## src/common/scan_pkg.sv

```systemverilog
package scan_pkg;

  // Stream id width and number of per-stream slots
  localparam int STREAM_W    = 6;
  localparam int NUM_STREAMS = 64;

  // Automaton state and per-rule packet count widths
  localparam int STATE_W = 4;
  localparam int COUNT_W = 16;

  // Rule matchers and longest pattern they accept
  localparam int NUM_RULES = 2;
  localparam int MAX_PAT   = 8;

  // Patterns packed with the first byte in the lowest byte lane
  // "NBSS"
  localparam logic [8*MAX_PAT-1:0] RULE0_PATTERN = 64'h0000_0000_5353_424E;
  localparam int                   RULE0_LEN     = 4;
  // "SMB"
  localparam logic [8*MAX_PAT-1:0] RULE1_PATTERN = 64'h0000_0000_0042_4D53;
  localparam int                   RULE1_LEN     = 3;

  // Cycles from the eop beat to the pkt_done pulse
  localparam int MATCH_LAT = 3;

  // APB bus widths
  localparam int APB_ADDR_W = 8;
  localparam int APB_DATA_W = 32;

  // Register map
  localparam logic [APB_ADDR_W-1:0] ADDR_CTRL   = 8'h00;
  localparam logic [APB_ADDR_W-1:0] ADDR_CLEAR  = 8'h04;
  localparam logic [APB_ADDR_W-1:0] ADDR_COUNT0 = 8'h08;
  localparam logic [APB_ADDR_W-1:0] ADDR_COUNT1 = 8'h0C;

endpackage

```

## src/hdl/substring_dfa.sv

```systemverilog
`timescale 1ns/1ps

module substring_dfa #(
  parameter logic [8*scan_pkg::MAX_PAT-1:0] PATTERN     = scan_pkg::RULE0_PATTERN,
  parameter int                             PATTERN_LEN = scan_pkg::RULE0_LEN
) (
  input  logic                        clk,
  input  logic                        rst_n,
  input  logic [7:0]                  char_in,
  input  logic                        char_vld,
  input  logic                        load,
  input  logic [scan_pkg::STATE_W-1:0] state_in,
  output logic [scan_pkg::STATE_W-1:0] state_out,
  output logic                        accept
);

  logic [scan_pkg::STATE_W-1:0] state_q;
  logic [scan_pkg::STATE_W-1:0] cur_state;
  logic [scan_pkg::STATE_W-1:0] next_state;
  logic [7:0]                   pat_byte;
  logic                         accept_d;
  logic                         accept_q;

  // A load beat continues from the restored state, not our own register
  assign cur_state = load ? state_in : state_q;

  // Pattern byte expected at the current state
  always_comb
  begin
    pat_byte = 8'h00;
    for (int i = 0; i < scan_pkg::MAX_PAT; i++)
    begin
      if (cur_state == scan_pkg::STATE_W'(i))
        pat_byte = PATTERN[8*i +: 8];
    end
  end

  // Transition rule, exact only for patterns without self-overlap
  always_comb
  begin
    accept_d = 1'b0;
    if (char_in == pat_byte)
      next_state = cur_state + 1'b1;
    else if (char_in == PATTERN[7:0])
      next_state = scan_pkg::STATE_W'(1);
    else
      next_state = '0;
    // Full pattern seen, report and start over
    if (next_state == scan_pkg::STATE_W'(PATTERN_LEN))
    begin
      accept_d   = 1'b1;
      next_state = '0;
    end
  end

  always_ff @(posedge clk)
  begin
    if (!rst_n)
    begin
      state_q  <= '0;
      accept_q <= 1'b0;
    end
    else
    begin
      // Accept only lives for the byte that completed the pattern
      accept_q <= char_vld & accept_d;
      if (char_vld)
        state_q <= next_state;
      else if (load)
        state_q <= state_in;
    end
  end

  assign state_out = state_q;
  assign accept    = accept_q;

  a_state_below_len: assert property (@(posedge clk) disable iff (!rst_n)
    state_out < scan_pkg::STATE_W'(PATTERN_LEN));

endmodule

```

## src/rule_matcher/rule_matcher.sv

```systemverilog
`timescale 1ns/1ps

module rule_matcher #(
  parameter logic [8*scan_pkg::MAX_PAT-1:0] PATTERN     = scan_pkg::RULE0_PATTERN,
  parameter int                             PATTERN_LEN = scan_pkg::RULE0_LEN
) (
  input  logic                         clk,
  input  logic                         rst_n,
  input  logic [7:0]                   char_in,
  input  logic                         char_vld,
  input  logic                         eop,
  input  logic                         load_state,
  input  logic                         new_stream,
  input  logic [scan_pkg::STREAM_W-1:0] stream_id,
  input  logic                         enable,
  output logic                         pkt_done,
  output logic                         matched,
  output logic [scan_pkg::COUNT_W-1:0]  count
);

  // Saved automaton state per stream
  logic [scan_pkg::STATE_W-1:0] state_mem [scan_pkg::NUM_STREAMS];

  // Stage 1 registers
  logic [7:0]                    char_s1;
  logic                          vld_s1;
  logic                          eop_s1;
  logic                          load_s1;
  logic [scan_pkg::STREAM_W-1:0] sid_s1;
  logic [scan_pkg::STATE_W-1:0]  restore_s1;

  // Stage 2 registers next to the automaton
  logic                          eop_s2;
  logic                          load_s2;
  logic [scan_pkg::STREAM_W-1:0] sid_s2;

  // Automaton outputs
  logic [scan_pkg::STATE_W-1:0] dfa_state;
  logic                         dfa_accept;

  // Per-packet sticky match flag
  logic flag_q;
  logic flag_next;
  logic hit;
  logic save;

  // Input side packet tracking for the framing check
  logic pkt_open;

  // Stage 1 captures the beat and fetches the state to restore
  always_ff @(posedge clk)
  begin
    if (!rst_n)
    begin
      vld_s1  <= 1'b0;
      eop_s1  <= 1'b0;
      load_s1 <= 1'b0;
    end
    else
    begin
      vld_s1  <= char_vld;
      eop_s1  <= eop;
      load_s1 <= load_state;
    end
  end

  always_ff @(posedge clk)
  begin
    char_s1 <= char_in;
    sid_s1  <= stream_id;
    // New streams start from scratch
    if (load_state)
      restore_s1 <= new_stream ? '0 : state_mem[stream_id];
  end

  // Stage 2 side band
  // Stream id must outlive the input once the packet ends
  always_ff @(posedge clk)
  begin
    if (!rst_n)
    begin
      eop_s2  <= 1'b0;
      load_s2 <= 1'b0;
    end
    else
    begin
      eop_s2  <= eop_s1;
      load_s2 <= load_s1;
    end
  end

  always_ff @(posedge clk)
  begin
    sid_s2 <= sid_s1;
  end

  substring_dfa #(
    .PATTERN     (PATTERN),
    .PATTERN_LEN (PATTERN_LEN)
  ) i_dfa (
    .clk       (clk),
    .rst_n     (rst_n),
    .char_in   (char_s1),
    .char_vld  (vld_s1),
    .load      (load_s1),
    .state_in  (restore_s1),
    .state_out (dfa_state),
    .accept    (dfa_accept)
  );

  // Flag restarts with each packet
  // An accept on the eop byte still lands here
  assign flag_next = (load_s2 ? 1'b0 : flag_q) | dfa_accept;
  assign hit       = eop_s2 & enable & flag_next;
  assign save      = eop_s2 & enable;

  // Stage 3 packet result and count
  always_ff @(posedge clk)
  begin
    if (!rst_n)
    begin
      flag_q   <= 1'b0;
      pkt_done <= 1'b0;
      matched  <= 1'b0;
      count    <= '0;
    end
    else
    begin
      flag_q   <= flag_next;
      pkt_done <= eop_s2;
      matched  <= hit;
      if (hit)
        count <= count + 1'b1;
    end
  end

  // Single write port for the state memory
  // Save at the delayed eop, or zero the slot of a new stream
  // Idle spacing between packets keeps the two apart
  always_ff @(posedge clk)
  begin
    if (save)
      state_mem[sid_s2] <= dfa_state;
    else if (load_state && new_stream)
      state_mem[stream_id] <= '0;
  end

  always_ff @(posedge clk)
  begin
    if (!rst_n)
      pkt_open <= 1'b0;
    else if (load_state && !eop)
      pkt_open <= 1'b1;
    else if (eop)
      pkt_open <= 1'b0;
  end

  // Every eop needs a load since the previous eop
  a_eop_after_load: assert property (@(posedge clk) disable iff (!rst_n)
    eop |-> (load_state || pkt_open));

endmodule

```

## src/hdl/stream_tracker.sv

```systemverilog
`timescale 1ns/1ps

module stream_tracker (
  input  logic                         clk,
  input  logic                         rst_n,
  input  logic                         sop,
  input  logic                         eop,
  input  logic [scan_pkg::STREAM_W-1:0] stream_id,
  input  logic                         clear_streams,
  output logic                         load_state,
  output logic                         new_stream
);

  // One bit per stream id, set once the id has carried a packet
  logic [scan_pkg::NUM_STREAMS-1:0] seen;

  // Packet in progress, only used for framing checks
  logic pkt_open;

  // Matchers restore state on the first beat
  assign load_state = sop;

  // Unseen id means the saved state is stale or absent
  assign new_stream = sop & ~seen[stream_id];

  always_ff @(posedge clk)
  begin
    if (!rst_n)
      seen <= '0;
    else if (clear_streams)
      // Clear wins over a mark on the same edge
      seen <= '0;
    else if (sop)
      seen[stream_id] <= 1'b1;
  end

  always_ff @(posedge clk)
  begin
    if (!rst_n)
      pkt_open <= 1'b0;
    else if (sop && !eop)
      pkt_open <= 1'b1;
    else if (eop)
      pkt_open <= 1'b0;
  end

  // No new packet may start before the last one closed
  a_no_nested_sop: assert property (@(posedge clk) disable iff (!rst_n)
    sop |-> !pkt_open);

endmodule

```

## src/hdl/scan_apb_regs.sv

```systemverilog
`timescale 1ns/1ps

module scan_apb_regs (
  input  logic                           clk,
  input  logic                           rst_n,
  input  logic [scan_pkg::APB_ADDR_W-1:0] paddr,
  input  logic                           psel,
  input  logic                           penable,
  input  logic                           pwrite,
  input  logic [scan_pkg::APB_DATA_W-1:0] pwdata,
  input  logic [scan_pkg::COUNT_W-1:0]    count0,
  input  logic [scan_pkg::COUNT_W-1:0]    count1,
  output logic [scan_pkg::APB_DATA_W-1:0] prdata,
  output logic                           pready,
  output logic                           pslverr,
  output logic [scan_pkg::NUM_RULES-1:0]  enable,
  output logic                           clear_streams
);

  logic apb_write;
  logic addr_hit;

  // Zero wait states
  assign pready = 1'b1;

  // Access phase of a write
  assign apb_write = psel & penable & pwrite;

  // Read mux and address decode
  always_comb
  begin
    prdata   = '0;
    addr_hit = 1'b1;
    case (paddr)
      scan_pkg::ADDR_CTRL:
        prdata = {{(scan_pkg::APB_DATA_W-scan_pkg::NUM_RULES){1'b0}}, enable};
      // Clear is write-only, reads back zero
      scan_pkg::ADDR_CLEAR:
        prdata = '0;
      scan_pkg::ADDR_COUNT0:
        prdata = {{(scan_pkg::APB_DATA_W-scan_pkg::COUNT_W){1'b0}}, count0};
      scan_pkg::ADDR_COUNT1:
        prdata = {{(scan_pkg::APB_DATA_W-scan_pkg::COUNT_W){1'b0}}, count1};
      default:
        addr_hit = 1'b0;
    endcase
  end

  // Error only during the access phase of an unmapped address
  assign pslverr = psel & penable & ~addr_hit;

  always_ff @(posedge clk)
  begin
    if (!rst_n)
    begin
      enable        <= '0;
      clear_streams <= 1'b0;
    end
    else
    begin
      // Single cycle strobe after the write
      clear_streams <= apb_write & (paddr == scan_pkg::ADDR_CLEAR) & pwdata[0];
      if (apb_write && paddr == scan_pkg::ADDR_CTRL)
        enable <= pwdata[scan_pkg::NUM_RULES-1:0];
      // Count addresses are read-only, writes fall through
    end
  end

  a_penable_with_psel: assert property (@(posedge clk) disable iff (!rst_n)
    penable |-> psel);

endmodule

```

## src/hdl/packet_scanner_top.sv

```systemverilog
`timescale 1ns/1ps

module packet_scanner_top (
  input  logic                           clk,
  input  logic                           rst_n,
  // Byte lane
  input  logic                           sop,
  input  logic                           eop,
  input  logic                           byte_vld,
  input  logic [7:0]                     byte_in,
  input  logic [scan_pkg::STREAM_W-1:0]   stream_id,
  // APB slave
  input  logic [scan_pkg::APB_ADDR_W-1:0] paddr,
  input  logic                           psel,
  input  logic                           penable,
  input  logic                           pwrite,
  input  logic [scan_pkg::APB_DATA_W-1:0] pwdata,
  output logic [scan_pkg::APB_DATA_W-1:0] prdata,
  output logic                           pready,
  output logic                           pslverr,
  // Packet results
  output logic                           pkt_done,
  output logic [scan_pkg::NUM_RULES-1:0]  pkt_match
);

  logic                          load_state;
  logic                          new_stream;
  logic                          clear_streams;
  logic [scan_pkg::NUM_RULES-1:0] enable;
  logic [scan_pkg::COUNT_W-1:0]   count0;
  logic [scan_pkg::COUNT_W-1:0]   count1;

  stream_tracker i_tracker (
    .clk           (clk),
    .rst_n         (rst_n),
    .sop           (sop),
    .eop           (eop),
    .stream_id     (stream_id),
    .clear_streams (clear_streams),
    .load_state    (load_state),
    .new_stream    (new_stream)
  );

  // Both matchers share the pipeline, so rule 0 provides pkt_done
  rule_matcher #(
    .PATTERN     (scan_pkg::RULE0_PATTERN),
    .PATTERN_LEN (scan_pkg::RULE0_LEN)
  ) i_rule0 (
    .clk        (clk),
    .rst_n      (rst_n),
    .char_in    (byte_in),
    .char_vld   (byte_vld),
    .eop        (eop),
    .load_state (load_state),
    .new_stream (new_stream),
    .stream_id  (stream_id),
    .enable     (enable[0]),
    .pkt_done   (pkt_done),
    .matched    (pkt_match[0]),
    .count      (count0)
  );

  rule_matcher #(
    .PATTERN     (scan_pkg::RULE1_PATTERN),
    .PATTERN_LEN (scan_pkg::RULE1_LEN)
  ) i_rule1 (
    .clk        (clk),
    .rst_n      (rst_n),
    .char_in    (byte_in),
    .char_vld   (byte_vld),
    .eop        (eop),
    .load_state (load_state),
    .new_stream (new_stream),
    .stream_id  (stream_id),
    .enable     (enable[1]),
    .pkt_done   (),
    .matched    (pkt_match[1]),
    .count      (count1)
  );

  scan_apb_regs i_regs (
    .clk           (clk),
    .rst_n         (rst_n),
    .paddr         (paddr),
    .psel          (psel),
    .penable       (penable),
    .pwrite        (pwrite),
    .pwdata        (pwdata),
    .count0        (count0),
    .count1        (count1),
    .prdata        (prdata),
    .pready        (pready),
    .pslverr       (pslverr),
    .enable        (enable),
    .clear_streams (clear_streams)
  );

endmodule

```

## config.mk

```make
export PLATFORM = sky130hd
export DESIGN_NAME = packet_scanner_top
export DESIGN_NICKNAME = d
export VERILOG_FILES = /design/src/common/scan_pkg.sv /design/src/hdl/substring_dfa.sv /design/src/rule_matcher/rule_matcher.sv /design/src/hdl/stream_tracker.sv /design/src/hdl/scan_apb_regs.sv /design/src/hdl/packet_scanner_top.sv
export SDC_FILE = /design/constraint.sdc
export NUM_CORES = 1
export LEC_CHECK = 0
export BUFFER_PORTS_ARGS = -buffer_cell sky130_fd_sc_hd__clkbuf_2
export CAP_MARGIN = 10
export CELL_PAD_IN_SITES_DETAIL_PLACEMENT = 0
export CELL_PAD_IN_SITES_GLOBAL_PLACEMENT = 1
export CORE_UTILIZATION = 48
export CTS_CLUSTER_SIZE = 40
export DETAILED_ROUTE_END_ITERATION = 16
export PLACE_DENSITY = 0.76
export SYNTH_ARGS = -nofsm -noshare
export SYNTH_HDL_FRONTEND = slang
export SYNTH_HIERARCHICAL = 1
export SYNTH_SLANG_ARGS = --single-unit
```

## constraint.sdc

```tcl
create_clock -name clk -period 3.56 [get_ports clk]
set_input_delay 0.534 -clock clk [delete_from_list [all_inputs] [get_ports clk]]
set_output_delay 0.534 -clock clk [all_outputs]
set_load 0.01 [all_outputs]
```

* Yosys cells after proc, flatten, opt, wreduce, memory -nomap -nowiden
Memories as Yosys holds them, arrays and structs flattened. A register that Yosys moved wholly into a read port is not among the register bits.
Index checks and enable logic that the tools add are counted.
** Operators by class
- $add $sub $neg :: 4
- Order comparisons :: 2
- Equality and inequality tests :: 23
- Muxes and demuxes :: 51
- Bitwise gates (word level) :: 18
- Reductions and logical operators :: 10
** Operator list (count)
- $mux W8 :: 14
- $or A64 B64 Y64 :: 1
- $pmux W16 S3 :: 1
- $mux W4 :: 10
- $eq A4 B3 Y1 const B :: 9
- $add A16 B1 Y16 const B :: 2
- $eq A4 B2 Y1 const B :: 5
- $mux W1 :: 20
- $eq A8 B4 Y1 const B :: 2
- $eq A8 B7 Y1 const B :: 2
- $eq A8 B8 Y1 :: 2
- $mux W7 :: 2
- $and A1 B1 Y1 :: 12
- $mux W6 :: 2
- $reduce_or A4 Y1 :: 3
- $add A4 B1 Y4 const B :: 2
- $eq A4 B1 Y1 const B :: 2
- $eq A8 B3 Y1 const B :: 1
- $logic_not A4 Y1 :: 2
- $logic_not A8 Y1 :: 1
- $lt A6 B7 Y1 const B :: 1
- $bmux W1 S6 :: 1
- $demux W1 S6 :: 1
- $ge A6 B1 Y1 const B :: 1
- 4 further kinds :: 9
** Storage, ports and cells
- Register bits :: 139
- Bits in writable memories :: 512
- Input bits :: 62
- Output and inout port bits :: 37
- Word-level logic and storage cells :: 132
- Memories kept :: 2
** Memories
- i_rule0.state_mem :: depth 64, width 4, rd ports 1, clocked after Yosys merged registers in 1, write ports 1, line rule_matcher.sv:22 : logic [scan_pkg::STATE_W-1:0] state_mem [scan_pkg::NUM_STREAMS];
- i_rule1.state_mem :: depth 64, width 4, rd ports 1, clocked after Yosys merged registers in 1, write ports 1, line rule_matcher.sv:22

* Depth between registers and ports, before layout
- Depth after elaboration :: 15
- Gate-level depth with buffers :: 14
- Mapped depth without buffers :: 10

* Modules after synthesis
Netlist, hierarchy kept.
** Modules (own cells, without submodules)
- rule_matcher :: instances 2, cells each 670, area each 11949.0 sq um, seq. area each 8688.3 sq um
- stream_tracker :: instances 1, cells each 306, area each 2673.8 sq um, seq. area each 1281.2 sq um
- substring_dfa (i_rule1.i_dfa) :: instances 1, cells each 75, area each 610.6 sq um, seq. area each 100.1 sq um
- scan_apb_regs :: instances 1, cells each 80, area each 571.8 sq um, seq. area each 60.1 sq um
- substring_dfa (i_rule0.i_dfa) :: instances 1, cells each 60, area each 531.8 sq um, seq. area each 100.1 sq um

* Worst setup path after synthesis
OpenSTA, ideal clock, no wires.
- Path kind :: input -> register
- Start point :: in stream_id[1] (netlist name)
- End point :: mem i_rule0/state_mem[0][0] (netlist name), data pin
- Library setup time :: 0.439 ns
- Data arrival time :: 3.316 ns
- Required time :: 3.121 ns
- Slack :: -0.195 ns
- Stages on the path :: 11
- Path buffers :: 4
- Path through :: buf_6 -> nor2b_4 -> buf_6 -> a221oi_1 -> o21ai_1 -> a221o_1 -> nor4_2 -> nand3_1 -> buf_2 -> clkbuf_1 -> and2_1
** Between the ends
- Word-level cells in the longest chain between the ends :: 10
** RTL lines
- start: declaration :: line packet_scanner_top.sv:11 : input logic [scan_pkg::STREAM_W-1:0] stream_id,
- $bmux W1 S6 :: line stream_tracker.sv:24 : assign new_stream = sop & ~seen[stream_id];
- $mux W1 (not written as such) :: line stream_tracker.sv:24
- $not A1 Y1 :: line stream_tracker.sv:24
- $and A1 B1 Y1 :: line stream_tracker.sv:24
- net new_stream :: line packet_scanner_top.sv:27 : logic new_stream;
- $logic_and A1 B1 Y1 :: line rule_matcher.sv:144 : else if (load_state && new_stream)
- $mux W1 :: line rule_matcher.sv:144
- $mux W1 :: line rule_matcher.sv:142 : if (save)
- $mux W1 (not written as such) :: line rule_matcher.sv:145 : state_mem[stream_id] <= '0;
- $reduce_or A4 Y1 (no line)
- $mux W4 (no line)
- end: declaration :: line rule_matcher.sv:22
The timed path passes the listed nets, and every way through them passes these cells. The select of a mux whose other input is x is not followed.

* Final worst setup path
- Start point :: reg i_tracker/seen[2] (netlist name)
- End point :: mem i_rule0/state_mem[52][2] (netlist name) (enable)
** Between the ends
- Word-level cells in the longest chain between the ends :: 10
- Elaborated cells on any way between the ends :: 11
** RTL lines
- start: declaration :: line stream_tracker.sv:15 : logic [scan_pkg::NUM_STREAMS-1:0] seen;
- start signal: assignment :: line stream_tracker.sv:29 : seen <= '0;
- start signal: assignment :: line stream_tracker.sv:32 : seen <= '0;
- start signal: indexed assignment :: line stream_tracker.sv:34 : seen[stream_id] <= 1'b1;
- $bmux W1 S6 * :: line stream_tracker.sv:24
- $mux W1 (not written as such) * :: line stream_tracker.sv:24
- $not A1 Y1 * :: line stream_tracker.sv:24
- $and A1 B1 Y1 * :: line stream_tracker.sv:24
- net new_stream :: line packet_scanner_top.sv:27
- $logic_and A1 B1 Y1 * :: line rule_matcher.sv:144
- $mux W1 * :: line rule_matcher.sv:144
- $mux W1 * :: line rule_matcher.sv:142
- $mux W1 (not written as such) * :: line rule_matcher.sv:145
- $reduce_or A4 Y1 (no line)
- $mux W6 (no line) / $mux W1 (equally long branches)
Mark *: on every way through the listed nets, which the timed path passes. The rest lies on a longest branch. The select of a mux whose other input is x is not followed.

==> implementation parameters <==
Parameter                              Value

STA
  Setup repair after global routing missed its margin ... true
  Timing-limited maximum frequency ... around 300 MHz
  Slew @ Worst Pin ... around 1100 ps
  Endpoints failing setup ... 0
  Slew Limit Headroom ... 0.276
  Max-slew violation count ... 0
  Clock Skew ... about 19 ps
  Final hold violations ... 0
  Minimum period implied by the final worst setup slack ... between 3000 and 4000 ps
  Sum of negative setup slack ... 0 ps
  Crit share post-route ... 0.931

Die
  Area enclosed by the die boundary ... 0.0598 mm²
  Core region area ... between 0.05 and 0.06 mm²
  Row count ... 88
  Number of I/O pins ... between 90 and 100
  Vertical die dimension ... approximately 240 µm
  Die Width ... between 200 and 250 µm
  Initial standard-cell utilization of the core ... 0.488

Clock network
  CTS Buf Count ... 71
  Clock transition time at the flip-flop clock pins of the worst setup and hold paths ... 60 ps
  Clock sink count ... 684
  TritonCTS clock tree ... done
  Deepest clock path buffer count ... 3
  Latest clock arrival within the worst-skew pair ... around 600 ps
  H-tree levels ... 3
  Clk root buf ... clkbuf_16
  Post-CTS setup buffers ... 0

Placed design
  Placed inst area ... 0.0309 mm²
  Port-buffer cells ... slightly above 50
  Post-detail-place hpwl ... ~40000 µm
  Cell total after placement ... roughly 2800
  Last weighted congestion value of the routability-driven placer ... 0.822

Global route
  Initial antenna violation count ... 1
  GRT overflow ... 0
  Via count of the first global-routing pass ... between 15000 and 20000
  Global router's overall resource usage ... 0.210
  Largest net degree at the start of global routing ... just over 80
  Wire length of the first global-routing pass ... approximately 96000 µm

Layout
  Synth-to-layout area growth ... 17.6%
  Total of fill cells in the finished design ... around 4500
  Final non-filler cell total ... 2940
  Number of antenna cells inserted ... 0
  Post-route cell area ... 0.0332 mm²
  Final #Nets ... around 2200
  Fraction of final layout cells sized beyond drive strength 1 ... 0.248

Power and ir drop
  Worst IR drop on VDD ... about 0.38 mV
  Leak Pwr ... 12.0 nW
  Total chip power ... between 15 and 20 mW
  Power share of the sequential group ... 0.510
  Cell Int Power ... roughly 13 mW
  Part of the power in the clock network ... 0.434
  Power per standard cell area ... about 510 mW/mm²
  Combinational power share ... 0.056
  Switching Power ... around 3.6 mW
  Switching part of the total power ... 0.213

Run status
  Outcome ... finished, final reports clean

Logic synthesis
  Post-Synthesis Cell Area ... around 0.028 mm²
  Synthesized area per cell ... 15.2 µm²
  Number of instances in the synthesized netlist ... 1859
  Number of warning messages in the yosys log ... 6

Worst setup path
  Max stage delay cell, worst path ... mux4_1
  Startpoint types ... register
  Arrival time of data at the critical path endpoint ... ~3600 ps
  Critical Path RT ... roughly 3900 ps
  Crit path cell chain ... mux4_1, nor2_1, nor2_1, a22o_1, nor4_4, buf_4, nand3_1, buf_4, mux2i_1, nand2_1, nor2_1, buf_4
  Highest net fanout along the worst path ... 8
  Kind of end point of the critical path ... register
  Max stage delay on crit path ... between 500 and 600 ps
  Worst reg2reg setup slack ... between 200 and 250 ps
  Worst setup path category ... reg2reg

Detailed routing
  Detailed router's first-iteration violation count ... between 1000 and 1500
  Average via count per standard cell ... between 5 and 6
  Routed length per placed instance ... about 21 µm
  Via count ... 16495
  Number of nets still failing antenna checks after routing ... 0
  Detailed-router iteration count before antenna repair ... 5
  Number of DRC violations after detailed routing ... 0
  Total routed wirelength ... between 60000 and 70000 µm

Run
  Max Cap Violations ... 0

Hold path
  Hold/Removal Path Class ... in2reg
## power groups by stage
stage	registers (mW)	clock network [mW]	logic [mW]
5_1_grt	8.65	7.85	1.02
4_1_cts	8.65	7.55	0.954
3_3_place_gp	8.82	0	0.931
3_5_place_dp	8.82	0	0.950
6_report	8.65	7.36	0.949
2_1_floorplan	8.80	0	0.654
## routing by layer
metal / vias to the layer above / wire length (µm) / global-route usage
li1: 7629 / - / -
met1: 8326 / 27500 / 0.289
met2: 443 / 29600 / 0.339
met3: 95 / 3220 / 0.0358
met4: 2 / 1430 / 0.0699
met5: - / 12 / 0
## final cells by class
cell class                 count  area [µm²]  share of cell area
inverter                      26        97.6             0.00294
sequential                   684       18900               0.569
multi-input combinational   1064        8720               0.262
timing repair buffer         272        2230              0.0672
clock buffer                  86        1920              0.0577
tap                          765         957              0.0288
clock inverter                43         414              0.0125
## placed cells by master (no fill, tap or decap), types with 26 or more instances in the layout
master     instances
a21oi_1           72
and2_1            39
buf_4            198
clkbuf_16         74
clkbuf_2          48
dfxtp_1          164
edfxtp_1         520
inv_1             26
mux2i_1          109
mux4_2           118
nand2_1           80
nand3_1           31
nor2_1           253
o21ai_0           29
## final timing paths
| check | startpoint | cells past startpoint | endpoint |
|---|---|---|---|
| worst min register to register | i_rule0/sid_s1[3] | 0 | i_rule0/sid_s2[3] |
| worst max-delay path | i_tracker/seen[2] | 12 | i_rule0/state_mem[52][2] |
| worst max register to register | i_tracker/seen[2] | 12 | i_rule0/state_mem[52][2] |
| worst min-delay path | byte_in[5] | 1 | i_rule1/char_s1[5] |
## sequential cells by signal, summed over array words and instances, names as in the netlist, 2 cells and up
name	count
i_rule0/i_dfa/state_out	4
i_rule1/i_dfa/state_out	4
i_rule1/sid_s1	6
i_rule0/state_mem	256
i_rule1/count	16
i_rule1/restore_s1	4
i_rule0/char_s1	8
i_tracker/seen	64
i_rule0/count	16
i_rule0/restore_s1	4
i_rule0/sid_s1	6
i_regs/enable	2
i_rule1/state_mem	256
i_rule1/char_s1	8
i_rule1/sid_s2	6
i_rule0/sid_s2	6
## per-stage QoR
stage	worst slack, ps	util	hold slack (ps)
3_5_place_dp	-291	0.534	312
3_3_place_gp	-238	0.534	310
5_1_grt	-18.8	0.574	34.9
6_report	246	0.574	49.9
4_1_cts	239	0.574	10.8
2_1_floorplan	56.5	-	310
## worst max-delay path, delay by kind of cell (launching register included)
| family | cells | cell delay [ps] |
|---|---|---|
| AO/OA/AOI/OAI | 1 | 240 |
| flip-flops | 1 | 310 |
| buffers and inverters | 3 | 560 |
| AND/OR/NAND/NOR | 6 | 1100 |
| multiplexers | 2 | 830 |
## repair_timing
item / CTS / global route
endpoints found under the setup margin: 0 / 13
hold buffers: 0 / 0
gates resized for setup: 0 / 1
hold endpoints to repair: 0 / 0
Power figures use the tool's default switching activity.
